==> src/rtl/ps_pio_consts.svh <==
/* register window, sub-addresses and sizes of the ps pio channel
   only address bits 9:5 are compared, so the window repeats above 0x3ff
   queue depth must stay a power of two */
`ifndef PS_PIO_CONSTS_SVH
`define PS_PIO_CONSTS_SVH

`define PS_ADDR            16'h100 // window base
`define PS_MASK            16'h3e0 // bits compared against base

// sub-addresses inside the window
`define PS_EN_RST          5'd0    // enable/reset register
`define PS_CMD             5'd1    // command push
`define PS_STATUS_CNTRL    5'd2    // status mode and sequence

`define PS_STATUS_REG_ADDR 8'h02   // first byte of a status packet

`define CMD_FIFO_DEPTH     4       // queue entries
`define CMD_NUM_BYTES      6       // AL AH D0 D1 D2 D3

`endif
==> src/rtl/ps_pio_buf_pkg.sv <==
/* page buffer types, host side 1K x 32, memory side 512 x 64 */
`default_nettype none

package ps_pio_buf_pkg;

    typedef logic [1:0]  buf_page_t;   // one of four pages
    typedef logic [9:0]  host_addr_t;  // page in top 2 bits
    typedef logic [31:0] host_word_t;
    typedef logic [63:0] mem_word_t;
    typedef logic [6:0]  mem_idx_t;    // word within a page

endpackage

`default_nettype wire

==> src/rtl/ps_pio_cmd_pkg.sv <==
/* channel command and status types
   pio_cmd_t matches bits 13:0 of a command push */
`default_nettype none

package ps_pio_cmd_pkg;

    // command word pushed into the queue
    typedef struct packed {
        logic       chn;       // 0 read buffer, 1 write buffer
        logic       need;      // urgent request
        logic [1:0] page;      // buffer page
        logic [9:0] seq_addr;  // sequencer program address
    } pio_cmd_t;

    typedef logic [4:0] cmd_subaddr_t; // address inside window

    // status packet modes, value 2 is reserved
    typedef enum logic [1:0] {
        ST_OFF    = 2'd0,
        ST_SINGLE = 2'd1,
        ST_AUTO   = 2'd3
    } status_mode_t;

endpackage

`default_nettype wire

==> src/rtl/ps_pio_control.sv <==
/* channel control: sub-address decode, enable register, arbiter requests,
   sequencer handoff and buffer page set; a grant counts only while requested */
`timescale 1ns/1ns
`default_nettype none
`include "ps_pio_consts.svh"

module ps_pio_control
    import ps_pio_cmd_pkg::*;
    import ps_pio_buf_pkg::*;
(
    input  logic         rst,
    input  logic         mclk,
    input  cmd_subaddr_t cmd_addr,
    input  logic [31:0]  cmd_data,
    input  logic         cmd_we,
    output logic         push,
    output logic         status_we,
    output logic         chn_clear,
    input  pio_cmd_t     head,
    input  logic         nempty,
    output logic         pop,
    input  logic         channel_pgm_en0,
    input  logic         channel_pgm_en1,
    input  logic         seq_done0,
    input  logic         seq_done1,
    output logic         want_rq0,
    output logic         need_rq0,
    output logic         want_rq1,
    output logic         need_rq1,
    output logic [9:0]   seq_data,
    output logic         seq_set,
    output logic         page_set0,
    output logic         page_set1,
    output buf_page_t    page,
    output logic         busy
);
    logic [1:0] en_reg;      // bit0 out of reset, bit1 requests enabled
    logic       mem_run;     // granted, sequencer running
    logic       run_chn;     // channel of running command
    logic       page_set_d;
    logic       grant;
    logic       start;
    logic       set_en_rst;

    assign set_en_rst = cmd_we && (cmd_addr == `PS_EN_RST);
    assign push       = cmd_we && (cmd_addr == `PS_CMD);
    assign status_we  = cmd_we && (cmd_addr == `PS_STATUS_CNTRL);
    assign chn_clear  = !en_reg[0];
    assign busy       = want_rq0 || need_rq0 || want_rq1 || need_rq1 || mem_run;
    assign start      = en_reg[1] && !busy && nempty;
    assign grant      = (channel_pgm_en0 && want_rq0) || (channel_pgm_en1 && want_rq1);
    assign seq_data   = head.seq_addr;       // head still in queue at seq_set
    assign pop        = seq_set;
    assign page_set0  = page_set_d && !run_chn;
    assign page_set1  = page_set_d && run_chn;

    always_ff @(posedge rst or negedge mclk) begin
        if (!mclk) begin
            en_reg     <= '0;
            want_rq0   <= 1'b0;
            need_rq0   <= 1'b0;
            want_rq1   <= 1'b0;
            need_rq1   <= 1'b0;
            mem_run    <= 1'b0;
            seq_set    <= 1'b0;
            page_set_d <= 1'b0;
            run_chn    <= 1'b0;
            page       <= '0;
        end else begin
            if (set_en_rst) en_reg <= cmd_data[1:0];
            if (chn_clear || grant) begin    // drop requests once granted
                want_rq0 <= 1'b0;
                need_rq0 <= 1'b0;
                want_rq1 <= 1'b0;
                need_rq1 <= 1'b0;
            end else if (start) begin
                want_rq0 <= !head.chn;
                need_rq0 <= !head.chn && head.need;
                want_rq1 <= head.chn;
                need_rq1 <= head.chn && head.need;
            end
            if (chn_clear || seq_done0 || seq_done1)
                mem_run <= 1'b0;
            else if (grant)
                mem_run <= 1'b1;
            seq_set    <= grant && !chn_clear;
            page_set_d <= seq_set && !chn_clear;   // page one cycle after seq_set
            if (seq_set) begin
                run_chn <= head.chn;
                page    <= head.page;
            end
        end
    end

endmodule

`default_nettype wire

==> config.mk <==
export PLATFORM = sky130hd
export DESIGN_NAME = ps_pio_control
export DESIGN_NICKNAME = d
export VERILOG_FILES = /design/src/rtl/ps_pio_buf_pkg.sv /design/src/rtl/ps_pio_cmd_pkg.sv /design/src/rtl/ps_pio_control.sv
export VERILOG_INCLUDE_DIRS = /design/src /design/src/rtl
export SDC_FILE = /design/constraint.sdc
export NUM_CORES = 1
export LEC_CHECK = 0
export ABC_AREA = 0
export BUFFER_PORTS_ARGS = -buffer_cell sky130_fd_sc_hd__buf_2
export CAP_MARGIN = 30
export CORE_MARGIN = 8
export CORE_UTILIZATION = 30
export DETAILED_ROUTE_END_ITERATION = 10
export PLACE_DENSITY = 0.78
export SETUP_SLACK_MARGIN = 0.02
export SLEW_MARGIN = 5
export SYNTH_ARGS = -nofsm -noshare
export SYNTH_HDL_FRONTEND = slang
export SYNTH_SLANG_ARGS = --single-unit
==> constraint.sdc <==
create_clock -name rst -period 1.5 [get_ports rst]
set_input_delay 0 -clock rst [delete_from_list [all_inputs] [get_ports rst]]
set_output_delay 0 -clock rst [all_outputs]
set_load 0.1 [all_outputs]
[Word level (Yosys, flattened, before mapping)]
Index checks and enable logic that the tools add are counted.
Word-level totals
  input port bits: 59
  register bits: 12
Operators by class
  equality and inequality tests: 2
  mux-type cells: 10
  reductions and logical operators: 28
Operators by type and width (count)
  1-bit logical AND: 13
  1-bit two-way mux: 10
  1-bit logical OR: 8
  5-bit by 1-bit equality test with 1-bit output, second input constant: 1
  5-bit by 2-bit equality test with 1-bit output, second input constant: 1
  5-bit logical NOT: 1
  1-bit logical NOT: 4
  2-bit nonzero test: 2

[Depth between registers and ports, before layout]
  depth after elaboration: 9
  depth in mapped cells: 3

[Worst setup path after synthesis]
OpenSTA, ideal clock, no wires.
  path kind: input -> output
  from: input port cmd_addr[3]
  to: output port push
  arrival time: 2.772 ns
  slack: -1.272 ns
  stages: 2
  required time: 1.500 ns
  cell sequence: or4b_4 nor3b_1
Between the ends
  word-level cells in the longest chain between the ends: 2
RTL lines
  start: declaration: RTL line ps_pio_control.sv:13  | input cmd_subaddr_t cmd_addr,
  5-bit by 1-bit equality test with 1-bit output (no source line)
  1-bit logical AND: RTL line ps_pio_control.sv:46  | assign push = cmd_we && (cmd_addr == `PS_CMD);
  end: declaration: RTL line ps_pio_control.sv:16  | output logic push,
Every way passes these cells.

[Final worst setup path]
  from: register want_rq1
  to: output port busy
Between the ends
  word-level cells in the longest chain between the ends: 3
RTL lines
  start: declaration: RTL line ps_pio_control.sv:28  | output logic want_rq1,
  start signal: assignment: RTL line ps_pio_control.sv:79  | want_rq1 <= head.chn;
  1-bit logical OR (3 in series): RTL line ps_pio_control.sv:49  | assign busy = want_rq0 || need_rq0 || want_rq1 || need_rq1 || mem_run;
  end: declaration: RTL line ps_pio_control.sv:35  | output logic busy
Every way passes these cells.

==> run metrics <==
dpl hpwl=1156 µm; largest fanout on the critical path=5; Layout area overhead=52.62%; Max IR drop VDD=0.3782 mV; post-DR vias/cell=4.610; CTS max path bufs=2; residual DRC count=0; DRT iter0 DRCs=22; power per cell area=around 960 nW/µm²; fin crit share=93.20%; Post-DRT Antenna Nets=0; status=finished clean; Post-synth top cells=dfrtp_1 (12), buf_4 (11), nor2_1 (6); num ports=83; Tmin final=1.398 ns; H-tree depth=1; Total Die Area=3780 µm²; Startpoint Class=flip-flop; row count=16; worst slew pin tran=~0.49 ns; slew margin rel.=67.33%; Setup CP Type=flip-flop to output pin; Hold Path Class=input port to output pin; cell with the most instances after synthesis=dfrtp_1; non-filler cells, final=118; drt first pass iters=5; Post-Syn Instances=56; Post-synth EDFFs=0; RSZ-0062 raised after global routing=false; ys async rst share=100.0%; Fill cells=190; setup TNS=0 ns; Pins Over Slew Limit=0; largest net degree at the start of global routing=13; syn nets=115; layout cells sized above 1=59.34%; first-pass GRT wire length=2304 µm; CP Capture Type=output pin; Max-cap violations=0; final core occ=48.28%; largest area contributor in the netlist=dfrtp_1; clock root cell=clkbuf_4; clock sink count=12; CTS tree=built; GRT Util Overall=under 10%; initial antenna violation count=0; Synth area leaders=dfrtp_1 (48%), buf_4 (13%), mux2_2 (5.4%); gr ovfl total=0; post-CTS setup buffer count=0; Synth warnings=0; dpl cells=105; GP Congestion=0.7621; Die W=61.48 µm; vias in the first global route=546; dominant synthesized flop cell=dfrtp_1; Req. time, crit path=1.50 ns; CTS Buf Count=3; clock skew=0.001871 ns; DR WL/cell=12.74 µm; total power=0.9094 mW; Fin. Hold Viols=0; number of library cell types mapped by synthesis=21; Syn Area/Cell=11.08 µm²; core footprint=1962 µm²; # diodes=0; IO Port Bufs=32; Leak=0.4791 nW; maximum clock rate=~0.72 GHz; Via Count=544; hold_ws=about 0.000039 ns; post-synthesis sequential area ratio=roughly half; critical path data arrival time=1.40 ns; Final setup viols=0; Mapped Area=620.6 µm²; die height=between 60 and 70 µm; initial core utilization=31.63%; Seq cells post-synth=12; worst skew pair latency=0.27 ns; fin nets=151; CTS clk-pin slew, worst paths=0.07 ns; Yosys top cell area share=around half; Routed WL=roughly 1500 µm
==> report_power, final <==
| part | switching (mW) | total (mW) | internal (mW) |
|---|---|---|---|
| registers | 0.0211 | 0.369 | 0.348 |
| clock network | 0.0982 | 0.246 | 0.147 |
| logic | 0.204 | 0.295 | 0.0902 |
==> logic make-up after synthesis <==
| family | Yosys count | synth area share (%) |
|---|---|---|
| and+or+nand+nor | 19 | 19.76 |
| buffers and inverters | 14 | 15.12 |
| DFF | 12 | 48.39 |
| AOI/OAI and AO/OA | 6 | 6.452 |
| muxes | 5 | 10.28 |
==> cell usage in the layout, fill, tap and decap left out, types with 3 or more instances in the layout <==
master and count:
dlygate4sd3_1 9, clkbuf_4 3, inv_1 3, mux2_2 3
a21oi_1 3, dfrtp_1 7, dfrtp_2 5, nor2_1 6
buf_2 29
==> what timing repair did <==
item,in CTS,in global routing
gates resized for setup,1,2
endpoints found under the hold margin,19,0
hold buffers,9,0
setup endpoints to repair,1,1
==> routing by layer <==
metal | global-route usage, % | vias up | routed length, µm
met3 | 3.340 | 6 | 228
met1 | 8.072 | 248 | 566
met2 | 13.74 | 34 | 694
met5 | 0 | - | 0
met4 | 5.844 | 0 | 12
li1 | - | 256 | -
==> final cells by class <==
class	instances	area, µm²	share of cell area (%)
clock buffer	4	36.28	3.831
inverter	3	11.26	1.189
multi-input combinational	30	269.0	28.40
sequential	12	306.5	32.36
tap	27	33.78	3.567
timing repair buffer	42	290.3	30.65
==> critical path: stages (launching register included) <==
cell and delay, ns:
dfrtp_2 0.45, nor4_4 0.37, nand2b_2 0.08, buf_4 0.23
==> worst paths after layout <==
path,from,endpoint,slack [ns],cells past startpoint
max,want_rq1,busy,0.10,3
min,head[7],seq_data[7],0.00004,0
max reg2reg,want_rq0,need_rq0,0.39,3
min reg2reg,page[0],page[0],0.51,1
max in group asynchronous,mclk,pop,1.13,2
min in group asynchronous,mclk,want_rq0,0.14,2
==> through the flow <==
| stage | setup slack, ns | cell area [µm²] |
|---|---|---|
| 2_1_floorplan | 0.05783 | 660.6 |
| 3_3_place_gp | 0.1028 | 809.5 |
| 3_5_place_dp | 0.08306 | 809.5 |
| 4_1_cts | 0.04302 | 944.7 |
| 5_1_grt | 0.02113 | 947.2 |
| 6_report | 0.1019 | 947.2 |
Power figures use the tool's default switching activity.
