File: src/rtl/ps_pio_consts.svh
/* register window, sub-addresses and sizes of the ps pio channel
   only address bits 9:5 are compared, so the window repeats above 0x3ff
   queue depth must stay a power of two */
`ifndef PS_PIO_CONSTS_SVH
`define PS_PIO_CONSTS_SVH

`define PS_ADDR            16'h100 // window base
`define PS_MASK            16'h3e0 // bits compared against base

// sub-addresses inside the window
`define PS_EN_RST          5'd0    // enable/reset register
`define PS_CMD             5'd1    // command push
`define PS_STATUS_CNTRL    5'd2    // status mode and sequence

`define PS_STATUS_REG_ADDR 8'h02   // first byte of a status packet

`define CMD_FIFO_DEPTH     4       // queue entries
`define CMD_NUM_BYTES      6       // AL AH D0 D1 D2 D3

`endif
File: src/rtl/ps_pio_cmd_pkg.sv
/* channel command and status types
   pio_cmd_t matches bits 13:0 of a command push */
`default_nettype none

package ps_pio_cmd_pkg;

    // command word pushed into the queue
    typedef struct packed {
        logic       chn;       // 0 read buffer, 1 write buffer
        logic       need;      // urgent request
        logic [1:0] page;      // buffer page
        logic [9:0] seq_addr;  // sequencer program address
    } pio_cmd_t;

    typedef logic [4:0] cmd_subaddr_t; // address inside window

    // status packet modes, value 2 is reserved
    typedef enum logic [1:0] {
        ST_OFF    = 2'd0,
        ST_SINGLE = 2'd1,
        ST_AUTO   = 2'd3
    } status_mode_t;

endpackage

`default_nettype wire

File: src/rtl/cmd_deser.sv
/* byte-serial command receiver, stb comes with the first byte
   a new stb restarts assembly; addr and data hold until the next command */
`timescale 1ns/1ns
`default_nettype none
`include "ps_pio_consts.svh"

module cmd_deser
    import ps_pio_cmd_pkg::*;
(
    input  logic         rst,
    input  logic         mclk,
    input  logic [7:0]   ad,
    input  logic         stb,
    output cmd_subaddr_t addr,
    output logic [31:0]  data,
    output logic         we
);
    localparam int LAST = `CMD_NUM_BYTES - 1;

    logic [2:0]  cnt;      // index of next byte, 0 when idle
    logic [15:0] a16;      // full command address
    logic        match;

    assign match = ((a16 & `PS_MASK) == `PS_ADDR); // AH already in place at D3
    assign addr  = a16[4:0];

    always_ff @(posedge rst or negedge mclk) begin
        if (!mclk) begin
            cnt <= '0;
            we  <= 1'b0;
        end else begin
            we <= (cnt == 3'(LAST)) && match; // one cycle after D3
            if (stb)
                cnt <= 3'd1;
            else if (cnt == 3'(LAST))
                cnt <= '0;
            else if (cnt != '0)
                cnt <= cnt + 3'd1;
        end
    end

    // address and data shift registers
    always_ff @(posedge rst) begin
        if (stb)
            a16[7:0] <= ad;             // AL
        else if (cnt == 3'd1)
            a16[15:8] <= ad;            // AH
        else if (cnt != '0)
            data <= {ad, data[31:8]};   // D0 ends up lowest
    end

endmodule

`default_nettype wire

File: config.mk
export PLATFORM = sky130hd
export DESIGN_NAME = cmd_deser
export DESIGN_NICKNAME = d
export VERILOG_FILES = /design/src/rtl/ps_pio_cmd_pkg.sv /design/src/rtl/cmd_deser.sv
export VERILOG_INCLUDE_DIRS = /design/src /design/src/rtl
export SDC_FILE = /design/constraint.sdc
export NUM_CORES = 1
export LEC_CHECK = 0
export BUFFER_PORTS_ARGS = -buffer_cell sky130_fd_sc_hd__buf_2
export CORE_MARGIN = 5
export CORE_UTILIZATION = 52
export CTS_CLUSTER_DIAMETER = 60
export DETAILED_ROUTE_END_ITERATION = 10
export PLACE_DENSITY = 0.87
export RECOVER_POWER = 25
export SLEW_MARGIN = 15
export SYNTH_ARGS = -nofsm -noshare
export SYNTH_HDL_FRONTEND = slang
export SYNTH_SLANG_ARGS = --single-unit
File: constraint.sdc
create_clock -name rst -period 3.7 [get_ports rst]
set_input_delay 0.185 -clock rst [delete_from_list [all_inputs] [get_ports rst]]
set_output_delay 0.185 -clock rst [all_outputs]
set_load 0.03 [all_outputs]
# Word-level counts from Yosys, hierarchy flattened
# Cells that the tools add are included.
[word_totals] reg_bits=46 in_bits=11 word_cells=19
[classes] add_sub_neg=1 eq_ne=3 n_mux=3 n_bitwise=2 reduce_logical=5
[ops] op="$mux W3" count=3
[ops] op="$reduce_bool A3 Y1" count=2
[ops] op="$eq A5 B4 Y1 const B" count=1
[ops] op="$add A3 B1 Y3 const B" count=1
[ops] op="$eq A3 B1 Y1 const B" count=1
[ops] op="$eq A3 B3 Y1 const B" count=1
[ops] op="$reduce_and A3 Y1" count=1
[ops] op="$not A1 Y1" count=2
[ops] op="$reduce_and A2 Y1" count=1
[ops] op="$logic_and A1 B1 Y1" count=1

# Logic depth before layout (Yosys ltp)
# Gate-level depths: netlist of run 1.
[logic_depth] depth_word=4 mapped_depth=2 depth_no_buf=2

# Worst setup path after synthesis of run 1
# Ideal clock, no wire load.
[synth_path] kind="register to register" from="register cnt[2]" to="register data[0] (enable)" setup_ns=0.421 t_arrival_ns=1.821 required_time_ns=3.279 setup_slack_ns=1.458 stages_incl_launch_ff=3 n_path_buf=0 cell_sequence="dfrtp_1 > nor2_1 > nor2_1"
[synth_via] elab_chain_len=3
[synth_lines] item="start, declared" line="cmd_deser.sv:20" text="logic [2:0] cnt;"
[synth_lines] item="start signal, assigned" line="cmd_deser.sv:38" text="cnt <= cnt + 3'd1;"
[synth_lines] item="$eq A3 B1 Y1" line="cmd_deser.sv:46" text="else if (cnt == 3'd1)"
[synth_lines] item="$not A1 Y1 (no line)"
[synth_lines] item="$reduce_and A3 Y1 (no line) *"
[synth_lines] item="end signal, assigned" line="cmd_deser.sv:49" text="data <= {ad, data[31:8]};"
[synth_lines] item="end, declared" line="cmd_deser.sv:15" text="output logic [31:0] data,"
# Mark *: on every way between the ends. The rest lies on a longest branch, timed or not.
# A chain may end at the register's enable or synchronous reset.

# Worst setup path after layout of run 1
[layout_path] from="register cnt[2]" to="register data[17] (enable)"
# The elaborated chain is that of the path after synthesis.

==> impl_metrics.yaml, run 1 <==
clock_tree:
  postCtsResizedCells: 0
  cts.clk_slew.worst_paths_ns: 0.12
  cts_tree: "built"
  clock_latency_ns: 0.35
  postCtsSetupRepairBufs: 0
  cts_buffer_depth: 2
  cts.sinks: 46
  cts_hold_buf: 1
  htreeDepth: 2
  cts_root_buf: "clkbuf_4"
  cts_buffers: 5
yosys:
  synth.most_common_cell: "edfxtp_1"
  synth-async-reset-ratio_pct: 8.696
  synth.area.mux_share_pct: 0
  syn_inst: 62
  syn_avg_cell_area_um2: 23.93
  synth_flop_cell: "edfxtp_1"
  synth_top_family_by_area: "simple AND/OR/NAND/NOR gates"
  ys_seq_elements: 46
  synthTopCellsByArea: "edfxtp_1 85%, dfrtp_1 6.7%, buf_4 2.5%, nor4b_2 1.0%, or4b_4 0.93%"
  yosysTopAreaCell: "edfxtp_1"
  post-synth-top-area-fraction_pct: 84.99
  synth-xor-area-share_pct: 0.5902
  synth_enable_flop_cells: 42
  synthSimpleGateAreaFrac_pct: 4.132
  syn-num-nets: 73
  synth_compound_area_share_pct: 1.012
  ys_seq_area_share_pct: 91.74
  syn-cell-area_um2: 1484
  synth_fa_ha_area_share_pct: 0
  yosysUniqueCellTypes: 12
  synthTopCellsByCount: "42 x edfxtp_1, 5 x buf_4, 4 x dfrtp_1"
  synth_warnings: 0
floorplanning:
  fp.coreArea_um2: 2758
  start_util_pct: 53.81
  die_w_um: 63.42
  die_h_um: 63.42
  ioPinCount: 49
  rows: 19
  die_area_um2: 4022
detailed_routing:
  num_vias: 761
  dr.pass1.iters: 4
  viasPerCell: 5.073
  first_iter_violations: 21
  wl_um: 2491
  drc: 0
  antenna_left: 0
  post_drt_wl_per_cell_um: 16.61
sta:
  timing.hold.ws_ns: 0.06760
  rsz0062_at_grt: "no"
  report.final.slew_viol_count: 0
  setup_viol: 0
  skew_ns: 0.008074
  setup_tns_ns: 0
  worst_pin_slew_ns: 0.6865
  min_period_over_period_pct: 36.48
  max_slew_margin_pct: 54.23
  min_period_ns: 1.350
  fmax_mhz: 740.8
  finalHoldViolCount: 0
worst_setup_path:
  worstPathRequired_ns: 3.72
  critPathKind: "reg2reg"
  cp.arrival_ns: 1.37
  path_max_fanout: 32
  crit_path_start_kind: "flop"
  end_kind: "flop"
place:
  port_buffers: 48
  dp_hpwl_um: 1731
  gp_congestion: 0.7767
layout:
  drive_gt1_share_pct: 44.54
  fin_nets: 129
  areaGrowthSynthToFinish_pct: 23.44
  n_antenna_cell: 0
job:
  drv_cap: 0
global_route:
  antenna_found_initial: 0
  grt_use_total_pct: 13.32
  grt_pass1_vias: 812
  grt_pass1_wl_um: 3891
  grt_max_degree: 33
  gr-total-overflow: 0
outcome:
  status: "finished clean"
power_and_ir_drop:
  p_leak_nw: 0.6931
  ir_worst_vdd_uv: 464.7
  p_per_area_nw_per_um2: 541.3
min_path:
  hold_class: "in2reg"
[report_power, final]
| part | total, W | internal [W] | switching (W) |
|---|---|---|---|
| Sequential | 0.000635 | 0.000618 | 0.0000163 |
| Clock | 0.000222 | 0.0000708 | 0.000151 |
| Combinational | 0.000135 | 0.0000340 | 0.000101 |
[area by class of cell]
type,count,area (um2)
multi-input combinational,11,87.58
tap,31,38.79
fill,197,925.9
clock inverter,3,16.27
timing repair buffer,54,290.3
clock buffer,5,37.54
sequential,46,1361
[critical path, cell delays in order, from the launching register on]
cell and delay, ns:
dfrtp_1 0.44, nor2_1 0.11, nor2_2 0.10, buf_4 0.37
[stage by stage]
| stage | instances | setup WS (ns) | total power [W] | utilization [%] | instance area [um2] |
|---|---|---|---|---|---|
| final | 150 | 2.350 | 0.0009916 | 66.42 | 1832 |
| after global routing | 150 | 2.247 | 0.001038 | 66.42 | 1832 |
| after CTS | 146 | 2.355 | 0.0009984 | 65.25 | 1799 |
| after detailed placement | 137 | 2.366 | 0.0007806 | 62.93 | 1735 |
| after global placement | 137 | 2.450 | 0.0007741 | 62.93 | 1735 |
| after floorplan | 62 | 1.458 | 0.0007367 | - | 1484 |
[routing by layer]
layer	share of wire (%)	track usage [%]
met4	2.4	6.234
met3	10	8.171
met5	0	0
met2	48	21.19
met1	39	13.80
[registers in the layout, indices dropped and copies added, names as in the netlist]
| signal | flops |
|---|---|
| cnt | 3 |
| we | 1 |
| a16 | 10 |
| data | 32 |
[final timing paths]
path | cells after the start | from | slack, ns | end
max | 3 | cnt[2] | 2.35 | data[17]
min | 1 | ad[7] | 0.07 | a16[7]
max reg2reg | 3 | cnt[2] | 2.35 | data[17]
min reg2reg | 1 | a16[9] | 0.43 | we
max in group asynchronous | 2 | mclk | 3.27 | cnt[0]
min in group asynchronous | 2 | mclk | 0.21 | we
[placed cells by master, fill, tap and decap left out, drive strengths merged]
cell / Yosys / final
buf: 5 / 43
clkbuf: 0 / 11
clkinv: 0 / 2
clkinvlp: 0 / 1
dfrtp: 4 / 4
dlygate4sd3: 0 / 5
edfxtp: 42 / 42
nand2b: 1 / 1
nor2: 2 / 2
nor3: 2 / 2
nor4b: 1 / 1
o21bai: 1 / 1
o31ai: 1 / 1
or3b: 1 / 1
or4b: 1 / 1
xnor2: 1 / 1
[kinds of logic (layout without fill, tap and decap cells)]
kind of cell | Yosys count | after routing
buf+inv | 5 | 62
compound gates | 2 | 2
xor+xnor | 1 | 1
simple gates | 8 | 8
flops | 46 | 46
Note: power is estimated with default switching activity, not from simulation.
==> inputs of run 2 (changes only) <==
--- a/config.mk
+++ b/config.mk
@@ -8,10 +8,10 @@
 export LEC_CHECK = 0
 export BUFFER_PORTS_ARGS = -buffer_cell sky130_fd_sc_hd__buf_2
 export CORE_MARGIN = 5
-export CORE_UTILIZATION = 52
+export CORE_UTILIZATION = 43
 export CTS_CLUSTER_DIAMETER = 60
 export DETAILED_ROUTE_END_ITERATION = 10
-export PLACE_DENSITY = 0.87
+export PLACE_DENSITY = 0.77
 export RECOVER_POWER = 25
 export SLEW_MARGIN = 15
 export SYNTH_ARGS = -nofsm -noshare
==> constraint.sdc (replaced) <==
create_clock -name rst -period 1.2 [get_ports rst]
set_input_delay 0.06 -clock rst [delete_from_list [all_inputs] [get_ports rst]]
set_output_delay 0.06 -clock rst [all_outputs]
set_load 0.03 [all_outputs]
==> impl_metrics.yaml, run 2 (synthesis gave the netlist of run 1 again) <==
worst_setup_path:
  critPathKind: "reg2reg"
  end_kind: "flop"
  cp.arrival_ns: 1.54
  path_max_fanout: 1
  crit_path_start_kind: "flop"
  worstPathRequired_ns: 1.45
clock_tree:
  htreeDepth: 2
  cts.sinks: 46
  postCtsSetupRepairBufs: 0
  cts_root_buf: "clkbuf_4"
  cts_buffer_depth: 2
  cts_tree: "built"
  clock_latency_ns: 0.34
  cts_buffers: 5
  cts.clk_slew.worst_paths_ns: 0.12
outcome:
  violations: "setup timing"
  status: "complete, but fails checks"
floorplanning:
  ioPinCount: 49
  fp.coreArea_um2: 3337
  start_util_pct: 44.47
  rows: 21
  die_area_um2: 4726
  die_h_um: 68.75
  die_w_um: 68.75
power_and_ir_drop:
  ir_worst_vdd_uv: 891.0
  power_switching_w: 0.0007985
  p_per_area_nw_per_um2: 1587
  p_int_w: 0.002260
  comb_power_share_pct: 14.8
  pwr-share-seq_pct: 64.1
  power_frac_clock_pct: 21.2
  p_leak_nw: 0.7207
  p_sw_share_pct: 26.11
layout:
  fin_nets: 134
  largestRegisters: "data (32), a16 (10), cnt (3)"
  fin_cells: 170
  final_common_cell: "edfxtp_1"
  areaGrowthSynthToFinish_pct: 29.85
  top_register: "data"
  largest_reg_flops: 32
  layout_common_cells: "42 x edfxtp_1, 40 x buf_2, 9 x clkbuf_1, 9 x dlygate4sd3_1, 5 x clkbuf_4"
  n_antenna_cell: 0
  drive_gt1_share_pct: 43.55
place:
  pre_cts_ws_ns: -0.02070
  gp_congestion: 0.8200
  port_buffers: 48
  dp_hpwl_um: 1679
  place_inst: 153
min_path:
  hold_class: "in2async"
detailed_routing:
  dr.pass1.iters: 2
  first_iter_violations: 43
  wl_met1_um: 925
  wl_um: 2399
  antenna_left: 0
  post_drt_wl_per_cell_um: 14.11
  top_layer: "met4"
  drc: 0
  num_vias: 764
  met2_length_um: 1194
  viasPerCell: 4.494
  wl_met3_um: 246
job:
  drv_cap: 0
sta:
  setup_viol: 1
  timing.hold.ws_ns: 0.06985
  worst_pin_slew_ns: 0.7519
  min_period_ns: 1.289
  skew_ns: 0.01011
  fin_ws_ns: -0.08914
  max_slew_margin_pct: 49.88
  report.final.slew_viol_count: 0
  min_period_over_period_pct: 107.4
  fmax_mhz: 775.7
  rsz0062_at_grt: "yes"
  finalHoldViolCount: 0
global_route:
  grt_use_total_pct: 10.62
  antenna_found_initial: 0
  grt_max_degree: 26
  grt_pass1_wl_um: 3367
  grt_pass1_vias: 713
  gr-total-overflow: 0
-- run 2: cell types whose count changed in the layout (fill, tap and decap cells not counted), sizes merged --
cell | previous run | this run
buf | 43 | 42
clkbuf | 11 | 14
clkinvlp | 1 | 0
dlygate4sd3 | 5 | 9
-- run 2: metal layers --
metal | up-vias | global-route usage [%]
li1 | 359 | -
met1 | 364 | 12.76
met2 | 36 | 16.81
met3 | 5 | 4.052
met4 | 0 | 5.109
met5 | - | 0
-- run 2: area by class of cell --
cell class	count	area [um2]
Sequential cell	46	1363
Timing Repair Buffer	59	347.8
Clock inverter	2	8.758
Tap cell	46	57.56
Clock buffer	6	41.29
Multi-Input combinational cell	11	108.9
Fill cell	271	1410
-- run 2: worst paths after layout --
check                           end  slack (ns)  startpoint  depth (start not counted)
max                              we       -0.09      a16[5]                          2
min                              we        0.07        mclk                          2
max reg2reg                      we       -0.09      a16[5]                          2
min reg2reg                data[23]        0.45    data[31]                          0
min in group rst             a16[7]        0.31         stb                          1
max in group asynchronous    cnt[2]        0.92        mclk                          2
-- run 2: power by group through the flow --
| stage | registers [W] | logic (W) | clock network [W] |
|---|---|---|---|
| after floorplan | 0.00215 | 0.000123 | 0 |
| after global placement | 0.00198 | 0.000426 | 0 |
| after detailed placement | 0.00199 | 0.000433 | 0 |
| after CTS | 0.00196 | 0.000457 | 0.000673 |
| after global routing | 0.00197 | 0.000477 | 0.000762 |
| final | 0.00196 | 0.000452 | 0.000647 |
-- run 2: what timing repair did --
item / CTS / global route
hold endpoints to repair: 22 / 0
setup endpoints to repair: 3 / 29
cloned: 0 / 0
pin swaps: 0 / 1
hold buffers: 9 / 0
gates resized for setup: 1 / 2
-- run 2: worst max-delay path, stage by stage (launching register included) --
cell	delay, ns
edfxtp_1	0.38
or4b_4	0.56
nor4b_4	0.27
-- run 2: stage by stage --
stage                TNS, ns  utilization [%]  area [um2]  total power (W)
global placement           0            53.39        1782         0.002411
detailed placement  -0.02070            53.39        1782         0.002428
floorplan             -4.819                -        1494         0.002277
finish              -0.08914            57.74        1927         0.003058
global route         -0.1754            57.74        1927         0.003213
CTS                 -0.06160            57.74        1927         0.003089
