[src/rtl/ps_pio_consts.svh]
/* register window, sub-addresses and sizes of the ps pio channel
   only address bits 9:5 are compared, so the window repeats above 0x3ff
   queue depth must stay a power of two */
`ifndef PS_PIO_CONSTS_SVH
`define PS_PIO_CONSTS_SVH

`define PS_ADDR            16'h100 // window base
`define PS_MASK            16'h3e0 // bits compared against base

// sub-addresses inside the window
`define PS_EN_RST          5'd0    // enable/reset register
`define PS_CMD             5'd1    // command push
`define PS_STATUS_CNTRL    5'd2    // status mode and sequence

`define PS_STATUS_REG_ADDR 8'h02   // first byte of a status packet

`define CMD_FIFO_DEPTH     4       // queue entries
`define CMD_NUM_BYTES      6       // AL AH D0 D1 D2 D3

`endif
[src/rtl/ps_pio_cmd_pkg.sv]
/* channel command and status types
   pio_cmd_t matches bits 13:0 of a command push */
`default_nettype none

package ps_pio_cmd_pkg;

    // command word pushed into the queue
    typedef struct packed {
        logic       chn;       // 0 read buffer, 1 write buffer
        logic       need;      // urgent request
        logic [1:0] page;      // buffer page
        logic [9:0] seq_addr;  // sequencer program address
    } pio_cmd_t;

    typedef logic [4:0] cmd_subaddr_t; // address inside window

    // status packet modes, value 2 is reserved
    typedef enum logic [1:0] {
        ST_OFF    = 2'd0,
        ST_SINGLE = 2'd1,
        ST_AUTO   = 2'd3
    } status_mode_t;

endpackage

`default_nettype wire

[src/rtl/status_generate.sv]
/* status packet sender, address byte held with rq until start,
   then one byte of sequence number and payload; payload sampled at start */
`timescale 1ns/1ns
`default_nettype none
`include "ps_pio_consts.svh"

module status_generate
    import ps_pio_cmd_pkg::*;
(
    input  logic       rst,
    input  logic       mclk,
    input  logic       we,
    input  logic [7:0] wd,
    input  logic [1:0] status,
    output logic [7:0] ad,
    output logic       rq,
    input  logic       start
);
    typedef enum logic [1:0] {S_IDLE, S_ADDR, S_DATA} state_t;

    status_mode_t mode;
    logic [5:0]   seq_num;
    logic [1:0]   sent;     // payload of last packet
    logic         pend;     // packet asked by host write
    logic         trig;
    state_t       state;

    assign trig = pend || ((mode == ST_AUTO) && (status != sent));
    assign rq   = (state == S_ADDR);

    always_comb begin
        case (state)
            S_ADDR:  ad = `PS_STATUS_REG_ADDR;
            S_DATA:  ad = {seq_num, sent};
            default: ad = 8'h00;
        endcase
    end

    always_ff @(posedge rst or negedge mclk) begin
        if (!mclk) begin
            mode    <= ST_OFF;
            seq_num <= '0;
            sent    <= '0;
            pend    <= 1'b0;
            state   <= S_IDLE;
        end else begin
            case (state)
                S_IDLE: if (trig) state <= S_ADDR;
                S_ADDR: if (start) begin
                    state <= S_DATA;
                    sent  <= status;                         // what goes out next cycle
                    if (mode == ST_SINGLE) mode <= ST_OFF;   // one shot
                end
                default: state <= S_IDLE;                    // data byte done
            endcase
            if (we) begin                                    // host write wins
                mode    <= status_mode_t'(wd[7:6]);
                seq_num <= wd[5:0];
                pend    <= (wd[7:6] != 2'b00);
            end else if ((state == S_IDLE) && trig) begin
                pend <= 1'b0;
            end
        end
    end

endmodule

`default_nettype wire

[config.mk]
export PLATFORM = sky130hd
export DESIGN_NAME = status_generate
export DESIGN_NICKNAME = d
export VERILOG_FILES = /design/src/rtl/ps_pio_cmd_pkg.sv /design/src/rtl/status_generate.sv
export VERILOG_INCLUDE_DIRS = /design/src /design/src/rtl
export SDC_FILE = /design/constraint.sdc
export NUM_CORES = 1
export LEC_CHECK = 0
export BUFFER_PORTS_ARGS = -buffer_cell sky130_fd_sc_hd__buf_2
export CORE_ASPECT_RATIO = 1.25
export CORE_MARGIN = 3
export CORE_UTILIZATION = 33
export CTS_CLUSTER_SIZE = 14
export DETAILED_ROUTE_END_ITERATION = 7
export PLACE_DENSITY_LB_ADDON = 0.15
export SYNTH_ARGS = -nofsm -noshare
export SYNTH_HDL_FRONTEND = slang
export SYNTH_SLANG_ARGS = --single-unit
[constraint.sdc]
create_clock -name rst -period 3.8 [get_ports rst]
set_input_delay 0.57 -clock rst [delete_from_list [all_inputs] [get_ports rst]]
set_output_delay 0.57 -clock rst [all_outputs]
set_load 0.02 [all_outputs]
After elaboration in Yosys (flattened, before gate mapping)
Cells that the tools add are included.
{"block": "word_totals", "register_bits": 13, "latchBits": 0, "ramBits": 0, "rom_bits": 0, "wordCells": 34, "memories": 0}
{"block": "classes", "add_sub_neg": 0, "multipliers": 0, "n_div": 0, "magnitude_cmp": 0, "n_eq_ne": 7, "shifts": 0, "muxes": 10, "n_bitwise": 0, "n_reduce_logical": 12}
{"op": "$pmux 8 s2", "n": 1}
{"op": "$mux 2", "n": 6}
{"op": "$reduce_bool 2->1", "n": 5}
{"op": "$eq 2x1->1 const B", "n": 2}
{"op": "$eq 2x2->1 const B", "n": 2}
{"op": "$pmux 2 s2", "n": 1}
{"op": "$reduce_and 2->1", "n": 2}
{"op": "$reduce_and 3->1", "n": 1}
{"op": "$logic_and 1x1->1", "n": 2}
{"op": "$logic_not 2->1", "n": 1}
{"op": "$mux 1", "n": 2}
{"op": "$ne 2x1->1 const B", "n": 1}
{"op": "$ne 2x2->1", "n": 1}
{"op": "$ne 2x2->1 const B", "n": 1}
{"op": "$logic_or 1x1->1", "n": 1}

Longest topological paths before layout
Gate-level depths: netlist (run 1).
{"block": "depth", "ltp_word": 6, "depth_mapped": 5}

Worst setup path after synthesis (run 1)
OpenSTA, ideal clock, no wires.
{"block": "synth_path", "path_type": "register -> output", "from": "register state[1]", "to": "output port ad[1]", "arrival_ns": 1.162, "t_required_ns": 3.230, "setup_slack_ns": 2.068, "stages_incl_launch_ff": 5, "path_cell_list": "dfrtp_1 inv_1 ha_1 a21oi_1 nor2b_1"}
{"block": "synth_via", "elab_chain_cells": 2}
{"item": "start, declared", "line": "status_generate.sv:26", "source": "state_t state;"}
{"item": "start signal, assigned", "line": "status_generate.sv:45", "source": "state <= S_IDLE;"}
{"item": "start signal, assigned", "line": "status_generate.sv:48", "source": "S_IDLE: if (trig) state <= S_ADDR;"}
{"item": "start signal, assigned", "line": "status_generate.sv:50", "source": "state <= S_DATA;"}
{"item": "$eq 2x1->1"}
{"item": "named net rq", "line": "status_generate.sv:16", "source": "output logic rq,"}
{"item": "$pmux 8 s2", "line": "status_generate.sv:32", "source": "case (state)"}
{"item": "end, declared", "line": "status_generate.sv:15", "source": "output logic [7:0] ad,"}
The timed path passes the listed nets, and every way through them passes these cells.

Worst setup path in the final report (run 1)
{"block": "layout_path", "from": "register state[0]", "to": "output port ad[0]"}
{"block": "layout_via", "elab_chain_cells": 2}
{"item": "$eq 2x2->1 or $eq 2x1->1 (tied branches)", "line": "status_generate.sv:32"}
{"item": "$pmux 8 s2 *", "line": "status_generate.sv:32"}
Every way passes the cells marked *; elsewhere a longest branch is shown, timed or not.

==> results of run 1 <==
## cell families (layout without fill, tap and decap cells)
kind of cell / count (synthesis) / count (layout) / synth area share (%)
compound gates: 10 / 10 / 8.71
xor+xnor: 2 / 2 / 2.65
fa+ha+maj: 4 / 4 / 7.58
buf+inv: 4 / 29 / 2.46
flops: 13 / 13 / 49.2
mux: 10 / 10 / 17.6
simple gates: 13 / 13 / 11.7
## final cells by class
type | instances | share of cell area (%)
multi-input combinational | 39 | 39.1
timing repair buffer | 22 | 13.5
sequential | 13 | 39.9
inverter | 3 | 1.38
clock buffer | 4 | 3.22
tap | 19 | 2.91
## routing by layer
metal / wire length [microns] / share of wire, %
met4: 13 / 1.0
met5: 0 / 0
met3: 73 / 5.9
met2: 575 / 46
met1: 576 / 46
## cell usage after synthesis (2+ instances only)
library cell | count | area share (%)
xnor2_1 | 2 | 2.7
and3_1 | 6 | 5.7
inv_1 | 3 | 1.7
o21ai_0 | 6 | 4.5
mux2_2 | 9 | 15
nand2_1 | 3 | 1.7
dfrtp_1 | 13 | 49
ha_1 | 4 | 7.6
## critical path, delay by kind of cell, from the launching register on
family | cells | cell delay [ns]
fa+ha+maj | 1 | 0.38
flops | 1 | 0.37
buf+inv | 2 | 0.24
simple gates | 1 | 0.23
## per-stage QoR
| stage | cells | total power (W) |
|---|---|---|
| final | 100 | 0.000504 |
| after global placement | 96 | 0.000422 |
| after CTS | 100 | 0.000513 |
| after detailed placement | 96 | 0.000426 |
| after floorplan | 56 | 0.000362 |
| after global routing | 100 | 0.000550 |
## power by group through the flow
stage | registers [W] | clock network, W | logic, W
CTS | 0.000191 | 0.0000878 | 0.000234
finish | 0.000191 | 0.0000839 | 0.000229
global route | 0.000195 | 0.0000933 | 0.000262
detailed placement | 0.000194 | 0 | 0.000232
floorplan | 0.000189 | 0 | 0.000174
global placement | 0.000193 | 0 | 0.000229
## registers in the layout (all words and copies together), names as in the netlist
signal	cells
sent	2
state	2
pend	1
mode	2
seq_num	6
## layout by cell type (no fill, tap or decap)
cell and instances:
buf_2 22, dfrtp_1 13, mux2_2 9, and3_1 6
o21ai_0 6, ha_1 4, inv_1 3, nand2_1 3
clkbuf_4 3, xnor2_1 2, a21oi_1 1, nor2b_1 1
and3_2 1, nand2b_1 1, or2b_2 1, a21oi_2 1
a21boi_1 1, o22ai_1 1, mux2_4 1, clkbuf_1 1
## how the worst max path moves through the flow
stage                 end  slack [ns]
global placement    ad[0]        2.06
finish              ad[0]        1.75
global route        ad[1]        1.62
CTS                 ad[0]        1.73
detailed placement  ad[0]        2.03
floorplan           ad[1]        2.07
==> reports/metrics.sh, run 1 <==
INSERTEDDIODECOUNT=0
P_SEQ_SHARE_PCT=37.9
YOSYSUNIQUECELLTYPES=18
POSTSYNTHREGISTERBITS=13
MAPPEDNETLISTNETS=74
POSTSYNTHCELLCOUNT=56
TRITONCTS='yes'
NUMBER_OF_FLOPS_MAPPED_TO_ENABLE_CELLS_BY_YOSYS=0
PERIOD_NEEDED_NS=2.05
NUM_ROWS=17
CRIT_PATH_CELL_TRACE='inv_1 -> ha_1 -> and3_2 -> buf_2'
ASYNC_FLOP_SHARE_PCT=100
FINALHOLDVIOLATIONS=0
SYNTH_SEQ_AREA_SHARE_PCT=49.2
HOLDWS_NS=0.173
DIE_WIDTH_MICRONS=46.0
ANTENNA_LEFT=0
ROUTED-VIA-COUNT=486
GRT.MET3_USAGE_PCT=1.94
DR.PASS1.ITERS=3
OUTCOME='completed'
CRITICAL_PATH_ARRIVAL_NS=1.48
WORSTREG2REGEND='state[0]'
SYNTH.AVG_CELL_AREA_SQ_UM=11.8
SLOWEST_DELAY_NS=0.38
SETUP_VIOL=0
N_FILL_CELL=191
POWER_INTERNAL_W=0.000317
FINAL_SETUP_SKEW_NS=0.00552
POST_CTS_BUFFERS=0
POWER_SWITCHING_SHARE_PCT=37.0
SLOWEST_STAGE='ha_1'
P_COMB_SHARE_PCT=45.5
POWER.CLOCK.FRACTION_PCT=16.6
MAXIMUM_LEVEL_OF_THE_CTS_H_TREE=1
NETS=100
CRIT_REQUIRED_NS=3.23
ROOT_BUFFER='clkbuf_4'
RR_WORST_DEPTH=5
POSTCTSRESIZEDCELLS=0
CTS_MAX_PATH_BUFFERS=2
PLACE_WS_NS=2.03
FF_LATCH_AREA_SQ_UM=325
POST-ROUTE-WORST-SETUP-SLACK_NS=1.75
GRT_MAX_DEGREE=14
FP.COREAREA_SQ_MM=0.00183
YS_DOMINANT_REG_CELL='dfrtp_1'
SHARE_OF_THE_CLOCK_PERIOD_USED_BY_THE_WORST_PATH_PCT=53.9
GLOBAL_ROUTE_WIRE_LENGTH_BEFORE_REPAIR_MM=2.09
DIE_Y_MICRONS=56.0
MAXCAPVIOLCOUNT=0
CRITICAL_PATH.REG2REG.STARTPOINT='state[0]'
CLK_PIN_SLEW_NS=0.08
POWERDENSITY_mW_PER_MM2=618
DETAIL_ROUTE.WIRELENGTH_MM=1.24
DRTITER0DRC=7
POWER.LEAKAGE_nW=0.426
WORSTSETUPPATHTYPE='flip-flop to output port'
FINAL_LAYOUT_SIZE_SUFFIX_GT1_SHARE_PCT=46.9
HIGHEST_NET_FANOUT_ALONG_THE_WORST_PATH=8
PLACED_CELL_AREA_SQ_UM=790
YOSYS_WARNINGS=0
RSZ0062_AT_GRT='no'
WORST_SETUP_PATH_END_KIND='output port'
DIE-AREA_SQ_MM=0.00258
ROUTABILITYCONGESTION=0.688
MAPPEDNETLISTAREA_SQ_UM=661
CRIT_PATH_START='state[0]'
SWITCHINGPOWER_W=0.000187
HPWLAFTERDP_MICRONS=978
HP-CLASS='primary input to async pin'
DRC=0
SIGNED_AREA_CHANGE_FROM_THE_SYNTHESIZED_NETLIST_TO_THE_FINAL_LAYOUT_PCT=23.5
IO_PINS=23
CP_LAUNCH_TYPE='flip-flop'
TIMING.SLEW.HEADROOM_PCT=80.0
INITIAL_UTILIZATION_PCT=36.1
TOTAL_CLOCK_BUFFERS_CREATED_BY_CTS=3
FINALSETUPTNS_NS=0
USE_MET1_PCT=13.8
PORTBUFFERS=22
TRACK_USAGE_PCT=11.0
FINALINSTANCEAREA_SQ_UM=816
GRT.OVERFLOW.TOTAL=0
GLOBAL_ROUTING_S_BUSIEST_LAYER='met2'
FMAXACHIEVABLE_MHz=488
VDD.IR_DROP.WORST_V=0.000259
MULTIINPUTGATEAREA_SQ_UM=319
UTILIZATION_PCT=44.6
WORSTSKEWPAIRLATENCY_NS=0.27
DETAIL_ROUTE.WL_PER_CELL_MICRONS=12.4
FIRST_GLOBAL_VIAS=518
CLKSINKCOUNT=13
WORST-R2R-SETUP-SLACK_NS=2.22
HOLD_BUF_COUNT_CTS=0
GRT_ANTENNA_BEFORE_REPAIR=0
TRANSITION_AT_THE_PIN_WITH_THE_SMALLEST_MAX_TRANSITION_SLACK_NS=0.300
ROUTE.DETAILED.VIAS_PER_INST=4.86
FINAL-MAX-SLEW-VIOLATION-COUNT=0
GR-USAGE-MET2_PCT=16.9
Note: power is estimated with default switching activity, not from simulation.
==> inputs of run 2 (changes only) <==
--- a/config.mk
+++ b/config.mk
@@ -6,6 +6,7 @@
 export SDC_FILE = /design/constraint.sdc
 export NUM_CORES = 1
 export LEC_CHECK = 0
+export ABC_AREA = 1
 export BUFFER_PORTS_ARGS = -buffer_cell sky130_fd_sc_hd__buf_2
 export CORE_ASPECT_RATIO = 1.25
 export CORE_MARGIN = 3
==> constraint.sdc (replaced) <==
create_clock -name rst -period 1.85 [get_ports rst]
set_input_delay 0.2775 -clock rst [delete_from_list [all_inputs] [get_ports rst]]
set_output_delay 0.2775 -clock rst [all_outputs]
set_load 0.02 [all_outputs]
==> reports/metrics.sh, run 2 <==
DIE-AREA_SQ_MM=0.00262
POWER_SWITCHING_SHARE_PCT=39.9
ROUTED-VIA-COUNT=598
SLOWEST_DELAY_NS=0.36
ROUTE.DETAILED.VIAS_PER_INST=4.46
FINALSETUPTNS_NS=0
FIRST_GLOBAL_VIAS=535
ROUTABILITYCONGESTION=0.716
FINALHOLDVIOLATIONS=0
MAXCAPVIOLCOUNT=0
VDD.IR_DROP.WORST_V=0.000498
TOTAL_CLOCK_BUFFERS_CREATED_BY_CTS=3
GLOBAL_ROUTE_WIRE_LENGTH_BEFORE_REPAIR_MM=2.28
GRT_ANTENNA_BEFORE_REPAIR=0
TRITONCTS='yes'
MAPPEDNETLISTAREA_SQ_UM=672
SWITCHINGPOWER_W=0.000385
CP_LAUNCH_TYPE='flip-flop'
MAXIMUM_LEVEL_OF_THE_CTS_H_TREE=1
GRT_MAX_DEGREE=15
YOSYSUNIQUECELLTYPES=10
DETAIL_ROUTE.WIRELENGTH_MM=1.33
OUTCOME='completed'
N_FILL_CELL=213
POWER.LEAKAGE_nW=0.511
ANTENNA_LEFT=0
NUM_ROWS=17
CTS_MAX_PATH_BUFFERS=2
POWER_INTERNAL_W=0.000580
SYNTHMOSTINSTANTIATEDCELL='nand2_1'
TRANSITION_AT_THE_PIN_WITH_THE_SMALLEST_MAX_TRANSITION_SLACK_NS=0.291
LARGEST_REGISTER_FFS=6
PERIOD_NEEDED_NS=1.74
RSZ0062_AT_GRT='no'
YOSYS_WARNINGS=0
DRTITER0DRC=8
SYNTHDOMINANTAREACELLTYPE='dfrtp_1'
YS_TOP_CELLS_BY_AREA='dfrtp_1, nand2_1, inv_1'
SYNTH.AVG_CELL_AREA_SQ_UM=7.64
ROOT_BUFFER='clkbuf_4'
SLOWEST_STAGE='dfrtp_1'
POWER.CLOCK.FRACTION_PCT=17.7
MAPPEDNETLISTNETS=106
DR.PASS1.ITERS=4
CRITICAL_PATH_ARRIVAL_NS=1.46
CRIT_REQUIRED_NS=1.57
FMAXACHIEVABLE_MHz=576
POSTSYNTHCELLCOUNT=88
SETUP_VIOL=0
SHARE_OF_THE_CLOCK_PERIOD_USED_BY_THE_WORST_PATH_PCT=93.9
CLKSINKCOUNT=13
MOST-COMMON-LAYOUT-CELLS='nand2_1, buf_2, inv_1'
TRACK_USAGE_PCT=12.0
INSERTEDDIODECOUNT=0
WORSTSETUPPATHTYPE='flip-flop to output port'
WORST_SETUP_PATH_END_KIND='output port'
POWERDENSITY_mW_PER_MM2=1130
HPWLAFTERDP_MM=1.06
DIE_Y_MICRONS=56.5
HP-CLASS='primary input to flip-flop'
POSTSYNTHREGISTERBITS=13
P_SEQ_SHARE_PCT=38.8
CLK_PIN_SLEW_NS=0.08
INITIAL_UTILIZATION_PCT=36.3
GRT.OVERFLOW.TOTAL=0
IO_PINS=23
RR_WORST_DEPTH=5
DIE_WIDTH_MICRONS=46.4
SYNTH_SEQ_AREA_SHARE_PCT=48.4
FINAL-MAX-SLEW-VIOLATION-COUNT=0
SYNTH.CELLS.MOST_FREQUENT='nand2_1, inv_1, dfrtp_1'
LAYOUT.CELLS.MOST_COMMON='nand2_1'
HIGHEST_NET_FANOUT_ALONG_THE_WORST_PATH=8
ASYNC_FLOP_SHARE_PCT=100
TIMING.SLEW.HEADROOM_PCT=80.6
FP.COREAREA_SQ_MM=0.00185
PORTBUFFERS=22
SIGNED_AREA_CHANGE_FROM_THE_SYNTHESIZED_NETLIST_TO_THE_FINAL_LAYOUT_PCT=26.8
YS_DOMINANT_REG_CELL='dfrtp_1'
CRIT_PATH_CELL_TRACE='inv_1 -> ha_1 -> nand2_4 -> o21ai_0 -> buf_2'
WORSTSKEWPAIRLATENCY_NS=0.27
WORSTHOLDPATHCELLS=3
P_COMB_SHARE_PCT=43.5
NETS=134
DRC=0
DETAIL_ROUTE.WL_PER_CELL_MICRONS=9.93
FINAL_LAYOUT_SIZE_SUFFIX_GT1_SHARE_PCT=25.2
FINAL_SETUP_SKEW_NS=0.00598
LARGEST-REGISTER='seq_num'
PLACE_WS_NS=0.279
POST-ROUTE-WORST-SETUP-SLACK_NS=0.113
NUMBER_OF_FLOPS_MAPPED_TO_ENABLE_CELLS_BY_YOSYS=0
POST-SYNTH-TOP-AREA-FRACTION_PCT=48.4
-- run 2: changes by cell type after synthesis, moves of 2 or more --
cell | previous run | this run
and3_1 | 6 | 0
inv_1 | 3 | 17
mux2_2 | 9 | 0
nand2_1 | 3 | 28
nand2_2 | 0 | 2
nand3_1 | 0 | 3
nor2_1 | 0 | 8
o211ai_1 | 0 | 2
o21ai_0 | 6 | 10
xnor2_1 | 2 | 0
-- run 2: cell type report --
| cell class | instances | area [sq um] | share of cell area [%] |
|---|---|---|---|
| Sequential cell | 13 | 325 | 38.2 |
| Multi-Input combinational cell | 57 | 285 | 33.5 |
| Timing Repair Buffer | 24 | 128 | 15.0 |
| Inverter | 17 | 63.8 | 7.49 |
| Clock buffer | 4 | 26.3 | 3.08 |
| Tap cell | 19 | 23.8 | 2.79 |
-- run 2: cells by family (layout without fill, tap and decap cells) --
kind of cell    count (synthesis)  in the layout  share of synthesized area (%)
flops                          13             13                           48.4
buf+inv                        18             45                           10.2
simple gates                   41             41                           24.2
compound gates                 12             12                           9.68
fa+ha+maj                       4              4                           7.45
-- run 2: final timing paths --
kind	start	end	slack, ns
worst max-delay path	state[1]	ad[1]	0.11
worst min-delay path	wd[3]	seq_num[3]	0.21
worst max register to register	state[1]	mode[0]	0.55
worst min register to register	state[1]	state[1]	0.51
max in group asynchronous	mclk	seq_num[4]	1.21
min in group asynchronous	mclk	state[0]	0.41
-- run 2: per-stage QoR --
stage / power (W) / std cells / hold slack, ns / instance area (sq um) / util [%]
after floorplan: 0.000650 / 88 / -0.0181 / 672 / -
after global placement: 0.000754 / 128 / 0.182 / 801 / 43.3
after detailed placement: 0.000766 / 128 / 0.186 / 801 / 43.3
after CTS: 0.000950 / 133 / 0.206 / 840 / 45.4
after global routing: 0.00106 / 134 / 0.211 / 852 / 46.0
final: 0.000965 / 134 / 0.215 / 852 / 46.0
-- run 2: per-layer routing --
metal	up-vias	GRT usage, %	share of wire, %
met3	2	1.92	6.6
met2	19	17.5	48
met4	0	6.10	1.1
met1	259	16.4	45
li1	318	-	-
met5	-	0	0
-- run 2: critical path: cells and delay by family, from the launching register on --
kind / cells / cell delay, ns
buffers and inverters: 2 / 0.26
flip-flops: 1 / 0.36
AND/OR/NAND/NOR: 1 / 0.09
AO/OA/AOI/OAI: 1 / 0.14
adder cells (fa/ha/maj): 1 / 0.34
-- run 2: what timing repair did --
item,4_1_cts,5_1_grt
gates cloned,0,0
resized for setup,1,1
setup endpoints to repair,1,8
hold buffers,1,0
setup buffers,0,1
hold endpoints to repair,13,0
-- run 2: power by group through the flow --
stage          combinational [W]  clock [W]  sequential (W)
5_1_grt                 0.000478   0.000193        0.000385
3_5_place_dp            0.000380          0        0.000386
2_1_floorplan           0.000271          0        0.000378
3_3_place_gp            0.000373          0        0.000382
4_1_cts                 0.000392   0.000178        0.000380
6_report                0.000420   0.000170        0.000375
